`config.mk`:
```
export PLATFORM = sky130hd
export DESIGN_NAME = squeeze_layer_top
export DESIGN_NICKNAME = d
export VERILOG_FILES = /design/src/squeeze_pkg.sv /design/src/squeeze_ctrl_if.sv /design/src/squeeze_weight_fetch.sv /design/src/squeeze_window_ctrl.sv /design/src/squeeze_mac_array.sv /design/src/squeeze_layer_top.sv
export VERILOG_INCLUDE_DIRS = /design/src
export SDC_FILE = /design/constraint.sdc
export NUM_CORES = 2
export LEC_CHECK = 0
export ABC_AREA = 1
export ABC_CLOCK_PERIOD_IN_PS = 7100
export BUFFER_PORTS_ARGS = -buffer_cell sky130_fd_sc_hd__buf_2
export CORE_MARGIN = 1
export CORE_UTILIZATION = 60
export CTS_BUF_LIST = sky130_fd_sc_hd__clkbuf_16
export DETAILED_ROUTE_END_ITERATION = 10
export PLACE_DENSITY = 0.8
export SLEW_MARGIN = 20
export SYNTH_ARGS = -nofsm -noshare
export SYNTH_HDL_FRONTEND = slang
export SYNTH_SLANG_ARGS = --single-unit
export TNS_END_PERCENT = 20
```
`constraint.sdc`:
```
create_clock -name clk -period 7.1 [get_ports clk]
set_clock_uncertainty 0.1 [all_clocks]
set_input_delay 0.355 -clock clk [delete_from_list [all_inputs] [get_ports clk]]
set_output_delay 0.355 -clock clk [all_outputs]
set_load 0.1 [all_outputs]
```
`src/squeeze_consts.svh`:
```
`ifndef SQUEEZE_CONSTS_SVH
`define SQUEEZE_CONSTS_SVH

//////////////////////////////////////////////////////////////////////
// Layer geometry
//////////////////////////////////////////////////////////////////////

// Output lanes, one DSP slice each
`define SQ_LANES 4

// Pixel, weight and output word width
`define SQ_WIDTH 16

// Input channels, also taps per output pixel
`define SQ_CHIN 16

// Output map side, square map
`define SQ_WOUT 4

//////////////////////////////////////////////////////////////////////
// Weight memory split
//////////////////////////////////////////////////////////////////////

// Tap addresses below this come from the block-RAM bank
// The rest are served by the LUT bank
`define SQ_BRAM_DEPTH 12

// Tap address width, covers SQ_CHIN taps
`define SQ_ADDR_W 4

`endif

```
`src/squeeze_pkg.sv`:
```
`include "squeeze_consts.svh"

package squeeze_pkg;

	// Accumulator word, read as a raw sum or as requant fields
	// Field layout matches the Q-format of the lane sums
	typedef union packed {
		logic signed [31:0] raw;
		struct packed {
			// Sign of the biased sum
			logic        sign;
			// Bits above the kept range
			logic [1:0]  guard;
			// Magnitude that reaches the output word
			logic [14:0] mag;
			// Fraction dropped by requantization
			logic [13:0] frac;
		} q;
	} acc_word_u;

	// Fixed weight per lane and tap, wraps into 16 bits
	function automatic logic signed [`SQ_WIDTH-1:0] sq_weight(input int lane, input int tap);
		int full;
		full = ((lane + 1) * (tap + 3)) * 97 - 2000;
		return full[`SQ_WIDTH-1:0];
	endfunction

	// Per-lane bias, lane 0 negative, lane 1 zero
	function automatic logic signed [31:0] sq_bias(input int lane);
		int full;
		full = (lane - 1) * 65536;
		return full;
	endfunction

endpackage

```
`src/squeeze_ctrl_if.sv`:
```
`timescale 1ns/1ps
`include "squeeze_consts.svh"

// Pixel and strobes from the window controller to the MAC lanes
interface squeeze_ctrl_if;

	// Pixel, delayed to meet its weight
	logic [`SQ_WIDTH-1:0] pix;

	// Enable aligned with pix and the kernel register
	logic mac_en;

	// Window boundary, closes the running sum
	logic clr;

	// Output register load, one cycle after clr
	logic load;

	// Window controller side
	modport ctrl (
		output pix,
		output mac_en,
		output clr,
		output load
	);

	// MAC array side
	modport mac (
		input pix,
		input mac_en,
		input clr,
		input load
	);

endinterface

```
`src/squeeze_weight_fetch.sv`:
```
`timescale 1ns/1ps
`include "squeeze_consts.svh"

module squeeze_weight_fetch (
	input  logic                 clk,
	input  logic                 rst_n,
	input  logic                 tap_en,
	input  logic                 tap_wrap,
	output logic [`SQ_WIDTH-1:0] kernel [0:`SQ_LANES-1]
);
	import squeeze_pkg::*;

	// Addresses left over for the LUT bank
	localparam int LUT_DEPTH = (1 << `SQ_ADDR_W) - `SQ_BRAM_DEPTH;
	localparam int LUT_AW    = $clog2(LUT_DEPTH);

	logic [`SQ_ADDR_W-1:0] tap_addr;
	logic [`SQ_WIDTH-1:0]  bram_mem [0:`SQ_BRAM_DEPTH-1][0:`SQ_LANES-1];
	logic [`SQ_WIDTH-1:0]  bram_q   [0:`SQ_LANES-1];
	logic [`SQ_WIDTH-1:0]  lut_data [0:`SQ_LANES-1];
	logic [`SQ_WIDTH-1:0]  lut_q    [0:`SQ_LANES-1];
	logic [LUT_AW-1:0]     lut_off;
	logic                  lut_sel;
	logic                  lut_sel_q;

	//////////////////////////////////////////////////////////////////////
	// Tap address
	//////////////////////////////////////////////////////////////////////

	// Steps once per accepted tap
	// Back to zero on the last tap of a window
	always_ff @(posedge clk) begin
		if (!rst_n) begin
			tap_addr <= '0;
		end else if (tap_wrap) begin
			tap_addr <= '0;
		end else if (tap_en) begin
			tap_addr <= tap_addr + 1'b1;
		end
	end

	//////////////////////////////////////////////////////////////////////
	// Block-RAM bank, low addresses
	//////////////////////////////////////////////////////////////////////

	// ROM contents, one word per lane at each address
	initial begin
		for (int a = 0; a < `SQ_BRAM_DEPTH; a++) begin
			for (int l = 0; l < `SQ_LANES; l++) begin
				bram_mem[a][l] = sq_weight(l, a);
			end
		end
	end

	// Synchronous read, holds its word outside the bank range
	always_ff @(posedge clk) begin
		if (tap_addr < `SQ_BRAM_DEPTH) begin
			bram_q <= bram_mem[tap_addr];
		end
	end

	//////////////////////////////////////////////////////////////////////
	// LUT bank, high addresses
	//////////////////////////////////////////////////////////////////////

	// Offset into the LUT bank
	assign lut_off = LUT_AW'(tap_addr - `SQ_ADDR_W'(`SQ_BRAM_DEPTH));
	assign lut_sel = (tap_addr >= `SQ_BRAM_DEPTH);

	always_comb begin
		for (int l = 0; l < `SQ_LANES; l++) begin
			lut_data[l] = sq_weight(l, `SQ_BRAM_DEPTH + int'(lut_off));
		end
	end

	// LUT output register, same stage as the bank read
	// Select travels with the data
	always_ff @(posedge clk) begin
		lut_q     <= lut_data;
		lut_sel_q <= lut_sel;
	end

	// Bank-select mux register feeding the multipliers
	always_ff @(posedge clk) begin
		for (int l = 0; l < `SQ_LANES; l++) begin
			kernel[l] <= lut_sel_q ? lut_q[l] : bram_q[l];
		end
	end

endmodule

```
`src/squeeze_window_ctrl.sv`:
```
`timescale 1ns/1ps
`include "squeeze_consts.svh"

module squeeze_window_ctrl (
	input  logic                 clk,
	input  logic                 rst_n,
	input  logic                 layer_en,
	input  logic [`SQ_WIDTH-1:0] ifm,
	input  logic                 ram_feedback,
	output logic                 tap_en,
	output logic                 tap_wrap,
	output logic                 sample,
	output logic                 finish,
	squeeze_ctrl_if.ctrl         ctrl
);

	// Output pixels in the layer
	localparam int NPIX  = `SQ_WOUT * `SQ_WOUT;
	localparam int PIX_W = $clog2(NPIX + 1);

	logic [`SQ_WIDTH-1:0]  pix_r;
	logic [`SQ_WIDTH-1:0]  pix_d1;
	logic                  en_r;
	logic                  en_d1;
	logic [`SQ_ADDR_W-1:0] tap_cnt;
	logic                  wrap_d1;
	logic [PIX_W-1:0]      pix_cnt;
	logic                  layer_end;
	logic                  fb_flag;

	// Input register, then two stages to match the weight path
	always_ff @(posedge clk) begin
		pix_r    <= ifm;
		pix_d1   <= pix_r;
		ctrl.pix <= pix_d1;
	end

	// Registered enable, shared with the weight fetch
	assign tap_en   = en_r & ~layer_end;
	assign tap_wrap = tap_en && (tap_cnt == `SQ_ADDR_W'(`SQ_CHIN - 1));

	//////////////////////////////////////////////////////////////////////
	// Tap counting and strobe pipeline
	//////////////////////////////////////////////////////////////////////

	always_ff @(posedge clk) begin
		if (!rst_n) begin
			en_r        <= 1'b0;
			en_d1       <= 1'b0;
			ctrl.mac_en <= 1'b0;
			tap_cnt     <= '0;
			wrap_d1     <= 1'b0;
			ctrl.clr    <= 1'b0;
			ctrl.load   <= 1'b0;
			sample      <= 1'b0;
		end else begin
			en_r        <= layer_en;
			// Enable follows the pixel through the same stages
			en_d1       <= tap_en;
			ctrl.mac_en <= en_d1;
			if (tap_en) begin
				tap_cnt <= tap_wrap ? '0 : tap_cnt + 1'b1;
			end
			// Two stages, clr lands on the last product
			wrap_d1   <= tap_wrap;
			ctrl.clr  <= wrap_d1;
			ctrl.load <= ctrl.clr;
			// Strobe while ofm shows the new pixel
			sample    <= ctrl.load;
		end
	end

	//////////////////////////////////////////////////////////////////////
	// Layer end and finish
	//////////////////////////////////////////////////////////////////////

	always_ff @(posedge clk) begin
		if (!rst_n) begin
			pix_cnt   <= '0;
			layer_end <= 1'b0;
			fb_flag   <= 1'b0;
		end else begin
			if (ctrl.load && !layer_end) begin
				pix_cnt <= pix_cnt + 1'b1;
				// Last window of the map
				if (pix_cnt == PIX_W'(NPIX - 1)) begin
					layer_end <= 1'b1;
				end
			end
			// Sticky, set by the downstream RAM
			if (ram_feedback) begin
				fb_flag <= 1'b1;
			end
		end
	end

	assign finish = layer_end & ~fb_flag;

endmodule

```
`src/squeeze_mac_array.sv`:
```
`timescale 1ns/1ps
`include "squeeze_consts.svh"

module squeeze_mac_array (
	input  logic                 clk,
	input  logic                 rst_n,
	input  logic [`SQ_WIDTH-1:0] kernel [0:`SQ_LANES-1],
	squeeze_ctrl_if.mac          ctrl,
	output logic [`SQ_WIDTH-1:0] ofm    [0:`SQ_LANES-1]
);
	import squeeze_pkg::*;

	// Full-precision product and sum width
	localparam int ACC_W = 2 * `SQ_WIDTH;

	genvar g;

	//////////////////////////////////////////////////////////////////////
	// Lanes
	//////////////////////////////////////////////////////////////////////

	generate
		for (g = 0; g < `SQ_LANES; g++) begin : g_lane
			logic signed [ACC_W-1:0]     prod;
			logic signed [ACC_W-1:0]     acc;
			logic signed [ACC_W-1:0]     acc_next;
			acc_word_u                   sum_q;
			acc_word_u                   biased;
			logic        [`SQ_WIDTH-1:0] ofm_q;

			// Signed pixel times signed weight
			assign prod = $signed(ctrl.pix) * $signed(kernel[g]);

			// Bubbles from enable gaps add nothing
			assign acc_next = ctrl.mac_en ? acc + prod : acc;

			// Running sum, restarts after each window
			always_ff @(posedge clk) begin
				if (!rst_n) begin
					acc <= '0;
				end else if (ctrl.clr) begin
					acc <= '0;
				end else begin
					acc <= acc_next;
				end
			end

			// Closed window sum, last product included
			always_ff @(posedge clk) begin
				if (ctrl.clr) begin
					sum_q.raw <= acc_next;
				end
			end

			// Bias add on the raw view
			assign biased.raw = sum_q.raw + sq_bias(g);

			// ReLU then requant through the field view
			always_ff @(posedge clk) begin
				if (!rst_n) begin
					ofm_q <= '0;
				end else if (ctrl.load) begin
					if (biased.q.sign) begin
						ofm_q <= '0;
					end else begin
						// Guard bits and fraction are dropped
						ofm_q <= {1'b0, biased.q.mag};
					end
				end
			end

			assign ofm[g] = ofm_q;
		end
	endgenerate

endmodule

```
`src/squeeze_layer_top.sv`:
```
`timescale 1ns/1ps
`include "squeeze_consts.svh"

module squeeze_layer_top (
	input  logic                           clk,
	input  logic                           rst_n,
	input  logic                           layer_en,
	input  logic [`SQ_WIDTH-1:0]           ifm,
	input  logic                           ram_feedback,
	output logic                           sample,
	output logic                           finish,
	output logic [`SQ_LANES*`SQ_WIDTH-1:0] ofm
);

	logic                 tap_en;
	logic                 tap_wrap;
	logic [`SQ_WIDTH-1:0] kernel   [0:`SQ_LANES-1];
	logic [`SQ_WIDTH-1:0] ofm_lane [0:`SQ_LANES-1];

	genvar g;

	// Pixel and strobes, controller to lanes
	squeeze_ctrl_if ctrl_bus ();

	//////////////////////////////////////////////////////////////////////
	// Blocks
	//////////////////////////////////////////////////////////////////////

	// Weights per lane, three cycles behind the tap
	squeeze_weight_fetch u_weight_fetch (
		.clk      (clk),
		.rst_n    (rst_n),
		.tap_en   (tap_en),
		.tap_wrap (tap_wrap),
		.kernel   (kernel)
	);

	// Counters, strobes, end and finish
	squeeze_window_ctrl u_window_ctrl (
		.clk          (clk),
		.rst_n        (rst_n),
		.layer_en     (layer_en),
		.ifm          (ifm),
		.ram_feedback (ram_feedback),
		.tap_en       (tap_en),
		.tap_wrap     (tap_wrap),
		.sample       (sample),
		.finish       (finish),
		.ctrl         (ctrl_bus.ctrl)
	);

	// Lane MACs and output register
	squeeze_mac_array u_mac_array (
		.clk    (clk),
		.rst_n  (rst_n),
		.kernel (kernel),
		.ctrl   (ctrl_bus.mac),
		.ofm    (ofm_lane)
	);

	// Lane 0 in the low word
	generate
		for (g = 0; g < `SQ_LANES; g++) begin : g_pack
			assign ofm[g*`SQ_WIDTH +: `SQ_WIDTH] = ofm_lane[g];
		end
	endgenerate

endmodule

```
# --- After elaboration in Yosys (flattened, before gate mapping) ---
# Memory sizes are Yosys's and may differ from the RTL's. A register that Yosys moved wholly into a read port is not among the register bits.
# Index checks and enable logic that the tools add are counted.
totals:
  regBits: 567
  latch_bits: 0
  ramBits: 0
  romBits: 660
  input_bits: 20
  out_inout_bits: 66
  wordCells: 94
  n_memories: 1
memory_table:
  columns: ["name", "words", "width", "rd", "rd_ports_with_merged_regs", "wr", "line", "text"]
  rows:
  - ["u_weight_fetch.bram_mem", 12, 55, 1, 1, 0, "squeeze_weight_fetch.sv:18", "logic [`SQ_WIDTH-1:0] bram_mem [0:`SQ_BRAM_DEPTH-1][0:`SQ_LANES-1];"]
op_classes:
  add_sub_neg: 17
  n_mul: 9
  div: 0
  magnitude_cmp: 2
  eq_ne: 2
  shift: 0
  n_mux: 13
  n_bitwise: 5
  reduce_logical: 6
ops:
  columns: ["op", "count"]
  rows:
  - ["$add 32x32->32", 4]
  - ["$mul 16x16->32", 4]
  - ["$mux 32", 4]
  - ["$mul 32x8->16 const B", 2]
  - ["$mux 16", 4]
  - ["$sub 16x12->16 const B", 4]
  - ["$mux 15", 4]
  - ["$add 32x17->32 const B", 1]
  - ["$add 32x18->32 const B", 1]
  - ["$add 32x19->32 const B", 1]
  - ["$add 32x3->32 const B", 1]
  - ["$mul 3x32->32 const A", 1]
  - ["$mul 31x8->15 const B", 1]
  - ["$mul 30x8->14 const B", 1]
  - ["$add 4x1->4 const B", 2]
  - ["$add 4x2->5 const A", 1]
  - ["$add 5x1->5 const B", 1]
  - ["$eq 5x4->1 const B", 1]
  - ["$eq 4x4->1 const B", 1]
  - ["$ge 4x4->1 const B", 1]
  - ["$lt 4x4->1 const B", 1]
  - ["$mux 4", 1]
  - ["$reduce_or 2->1", 2]
  - ["$not 1->1", 3]
  - ["5 further kinds", 7]

# --- Depth between registers and ports, before layout ---
depth:
  word_depth: 6
  depth_mapped: 31
  depth_no_buf: 29

# --- Hierarchy ---
# A second synthesis with hierarchy kept.
hier_totals:
  cells_unflattened: 7697
  area_unflattened_um2: 62018.2
by_module_without_submodules:
  columns: ["mod", "n_inst", "cells_each", "area_per_inst_um2", "seq_area_each_um2"]
  rows:
  - ["squeeze_mac_array", 1, 7120, 56006.2, 5865.6]
  - ["squeeze_weight_fetch", 1, 438, 4339.2, 2662.6]
  - ["squeeze_window_ctrl", 1, 139, 1672.9, 1321.3]

# --- Least setup slack after synthesis ---
# No wires, ideal clock.
synth_path:
  path_type: "reg2reg"
  from: "register u_weight_fetch.kernel[16] (netlist name)"
  to: "register u_mac_array.g_lane[1].sum_q[24] in the netlist's numbering, data pin"
  setup_time_ps: 251
  arrival_time_ps: 5696
  t_required_ps: 6749
  slack_ps: 1053
  path_stages_with_launch: 24
  path_buffers: 1
  synth_period_minus_slack_ps: 6047
  path_cell_list: "dfxtp_1 > clkbuf_2 > nand2_2 > inv_2 > fa_1 > inv_1 > fa_1 > inv_1 > fa_1 > fa_1 > fa_1 > inv_1 > fa_1 > inv_1 > ha_1 > nand2_1 > nor2_1 > inv_1 > nor3_1 > nand3_1 > nand4_1 > nand3_1 > nand2_1 > inv_1"
synth_lines:
  columns: ["item", "line", "text"]
  rows:
  - ["end, declared", "squeeze_mac_array.sv:27", "acc_word_u sum_q;"]

# --- Worst setup path in the final report ---
layout_path:
  from: "register u_window_ctrl.ctrl.pix[15]"
  to: "register u_mac_array.g_lane[2].sum_q[30] in the netlist's numbering, data pin"
layout_between:
  elab_chain_len: 3
layout_lines:
  columns: ["item", "line", "text"]
  rows:
  - ["start, declared", "squeeze_ctrl_if.sv:21", "output pix,"]
  - ["start signal, assigned", "squeeze_window_ctrl.sv:35", "ctrl.pix <= pix_d1;"]
  - ["$mul 16x16->32", "squeeze_mac_array.sv:32", "assign prod = $signed(ctrl.pix) * $signed(kernel[g]);"]
  - ["$add 32x32->32", "squeeze_mac_array.sv:35", "assign acc_next = ctrl.mac_en ? acc + prod : acc;"]
  - ["$mux 32", "squeeze_mac_array.sv:35", null]
  - ["named net u_mac_array.g_lane[2].acc_next[30]", "squeeze_mac_array.sv:26", "logic signed [ACC_W-1:0] acc_next;"]
  - ["end, declared", "squeeze_mac_array.sv:27", null]
# The timed path passes the listed nets, and every way through them passes these cells.
# A chain may end at the register's enable or synchronous reset.

==> impl_metrics.ini <==
[outcome]
violations = DRC
status = finished with violations

[synth]
yosysTopAreaCellShare_pct = 37.2
yosysWarningCount = 0
synth_cell_types = 54
ys_seq_area_share_pct = 16.6
avgSynthCellArea_um2 = 8.14
synth-seq-cells = 436
syn_area_um2 = 58700
synth_area_leader_cell = fa_1
synth_area_leaders = fa_1 (37%), inv_1 (13%), dfxtp_1 (11%), nand2_1 (11%), ha_1 (9.1%)
syn_inst = 7216

[layout]
final_common_cell = inv_1
drive_above_1_share_pct = 5.40
syn_to_final_growth_pct = 6.68
final_nets = 8777
final_cell_mix = inv_1 (2054), nand2_1 (1668), fa_1 (1090)
diodes = 0
n_fill_cell = 7878

[critical_path]
crit_fanout = 24
worst-setup-path-type = reg -> reg
crit_path_start_kind = flop
cp.arrival_ns = 7.02
cp_cell_sequence = buf_4 -> nand2_1 -> inv_1 -> fa_1 -> inv_1 -> fa_1 -> inv_1 -> fa_1 -> fa_1 -> fa_1 -> inv_1 -> fa_1 -> inv_1 -> ha_1 -> nand2_1 -> nor2_1 -> inv_1 -> nor3_1 -> nand3_1 -> nand3_1 -> nand3_1 -> nand2_1 -> inv_1
worst-endpoint-required_ns = 7.42
cpMostUsedCell = inv_1
slowest_delay_ns = 0.74
critPathCaptureType = flop
cp_slowest_cell = fa_1

[timing]
period_share_pct = 94.3
fmax_mhz = 149
final-hold-violation-count = 0
max_slew.worst_pin.slew_ns = 1.12
relSlewSlack_pct = 25.4
rsz0062_at_grt = false
finalCriticalPeriod_ns = 6.70
slew_viol_final = 0
setup_viol = 0
fin_setup_tns_ns = 0

[routing]
wirelength_um = 161000
drtPass1Iterations = 10
post_drt_via_cell_ratio = 5.32
drt_iter0_drc = 4093
vias = 45500
wl_per_cell_um = 18.8
antenna_left = 0
drc = 8

[floorplan]
die_h_um = 315
die_area_um2 = 99200
core_area_um2 = 96900
die_w_um = 315
num_rows = 114
start_util_pct = 60.7
num_io_pins = 86

[clock_network]
clkLatencyLatePin_ns = 0.70
tritoncts = built
postCtsSetupBuffers = 0
cts.sinks = 436
cts_root_buf = clkbuf_16
cts.path.max_buffers = 3
htreeDepth = 2
numCtsBuffers = 52
path_clk_slew_ns = 0.06

[place]
port-buffer-count = 81
gp_congestion = 0.991
hpwlAfterDp_um = 132000

[global_routing]
grt_usage_pct = 33.9
grt_overflow_total = 0
grt_max_degree = 68
grt_pass1_vias = 48100
grt_pass1_wl_um = 258000
antenna_found_initial = 3

[hold_path]
min_path_type = in -> reg

[job]
maxCapViolCount = 0
## area by class of cell
type | instances | area (µm²) | area share, %
tap | 1276 | 1600 | 2.55
sequential | 436 | 9780 | 15.6
clock buffer | 54 | 1350 | 2.16
clock inverter | 44 | 343 | 0.547
inverter | 2052 | 7710 | 12.3
multi-input combinational | 4480 | 40300 | 64.3
timing repair buffer | 216 | 1570 | 2.50
## final timing paths
path,from,endpoint,slack [ns],depth (start not counted)
max,u_window_ctrl.ctrl.pix[15],u_mac_array.g_lane[2].sum_q[30],0.40,23
min,ifm[9],u_window_ctrl.pix_r[9],0.20,2
max reg2reg,u_window_ctrl.ctrl.pix[15],u_mac_array.g_lane[2].sum_q[30],0.40,23
min reg2reg,u_window_ctrl.pix_d1[9],u_window_ctrl.ctrl.pix[9],0.21,0
## sequential cells by signal (all words and copies together), names as in the netlist, 4 cells and up
| name | cells |
|---|---|
| u_window_ctrl.pix_r | 16 |
| u_window_ctrl.ctrl.pix | 16 |
| u_weight_fetch.bram_q | 32 |
| u_weight_fetch.lut_q | 31 |
| u_mac_array.g_lane.acc | 125 |
| u_mac_array.g_lane.sum_q | 70 |
| u_window_ctrl.pix_cnt | 5 |
| u_window_ctrl.pix_d1 | 16 |
| u_mac_array.g_lane.ofm_q | 60 |
| u_weight_fetch.kernel | 47 |
| u_weight_fetch.tap_addr | 4 |
| u_window_ctrl.tap_cnt | 4 |
## cell usage after synthesis (all sizes together)
cell type  count
inv         2051
nand2       1670
fa          1091
ha           428
nor2         386
dfxtp        334
nand3        246
clkbuf       222
o21ai        176
a21oi        169
edfxtp       102
xor2          65
or2           54
nand4         41
nor3          36
buf           32
xnor2         24
o21bai        18
a32o          15
nand3b         9
a21o           8
nor4           5
o211ai         5
o21a           5
o221ai         5
a31oi          4
nand2b         4
and2           3
a21boi         2
a211oi         1
a22o           1
clkinv         1
conb           1
o2111ai        1
o22ai          1
## metal layers
metal	routed length, µm	global-route usage [%]	vias up
met4	10700	18.7	6
met1	60800	42.0	22200
met2	75000	55.4	1878
met3	14400	7.35	480
li1	-	-	20900
met5	37	0	-
## logic make-up (layout without fill, tap and decap cells)
kind of cell	count (synthesis)	after routing	synth area share [%]
other cells	1	7	0.00638
fa+ha+maj	1519	1519	46.3
compound gates	411	411	3.93
buf+inv	2306	2366	14.8
simple gates	2454	2454	17.0
flops	436	436	16.6
xor+xnor	89	89	1.35
## per-stage QoR
step | util [%] | worst slack, ns | hold WS [ns] | cell area [µm²] | std cells
3_3_place_gp | 62.7 | 0.258 | 0.210 | 60800 | 8440
6_report | 64.7 | 0.404 | 0.199 | 62700 | 8558
5_1_grt | 64.7 | 0.0451 | 0.183 | 62700 | 8558
3_5_place_dp | 62.7 | 0.177 | 0.212 | 60800 | 8440
2_1_floorplan | - | 1.05 | 0.210 | 58800 | 7222
4_1_cts | 64.7 | 0.186 | 0.146 | 62700 | 8558
## critical path, delay by kind of cell (launching register included)
kind                     cells  cell delay [ns]
adder cells (fa/ha/maj)      7             3.68
AND/OR/NAND/NOR              8             1.20
flip-flops                   1             0.44
buffers and inverters        8             1.00
## what timing repair did
action / CTS / global route
endpoints found under the setup margin: 0 / 10
resized for setup: 0 / 2
hold endpoints to repair: 27 / 0
hold buffers: 20 / 0
Power is left out: the tool's default activity adds up to more than one toggle a clock period on the data nets, which glitch-free logic cannot reach.
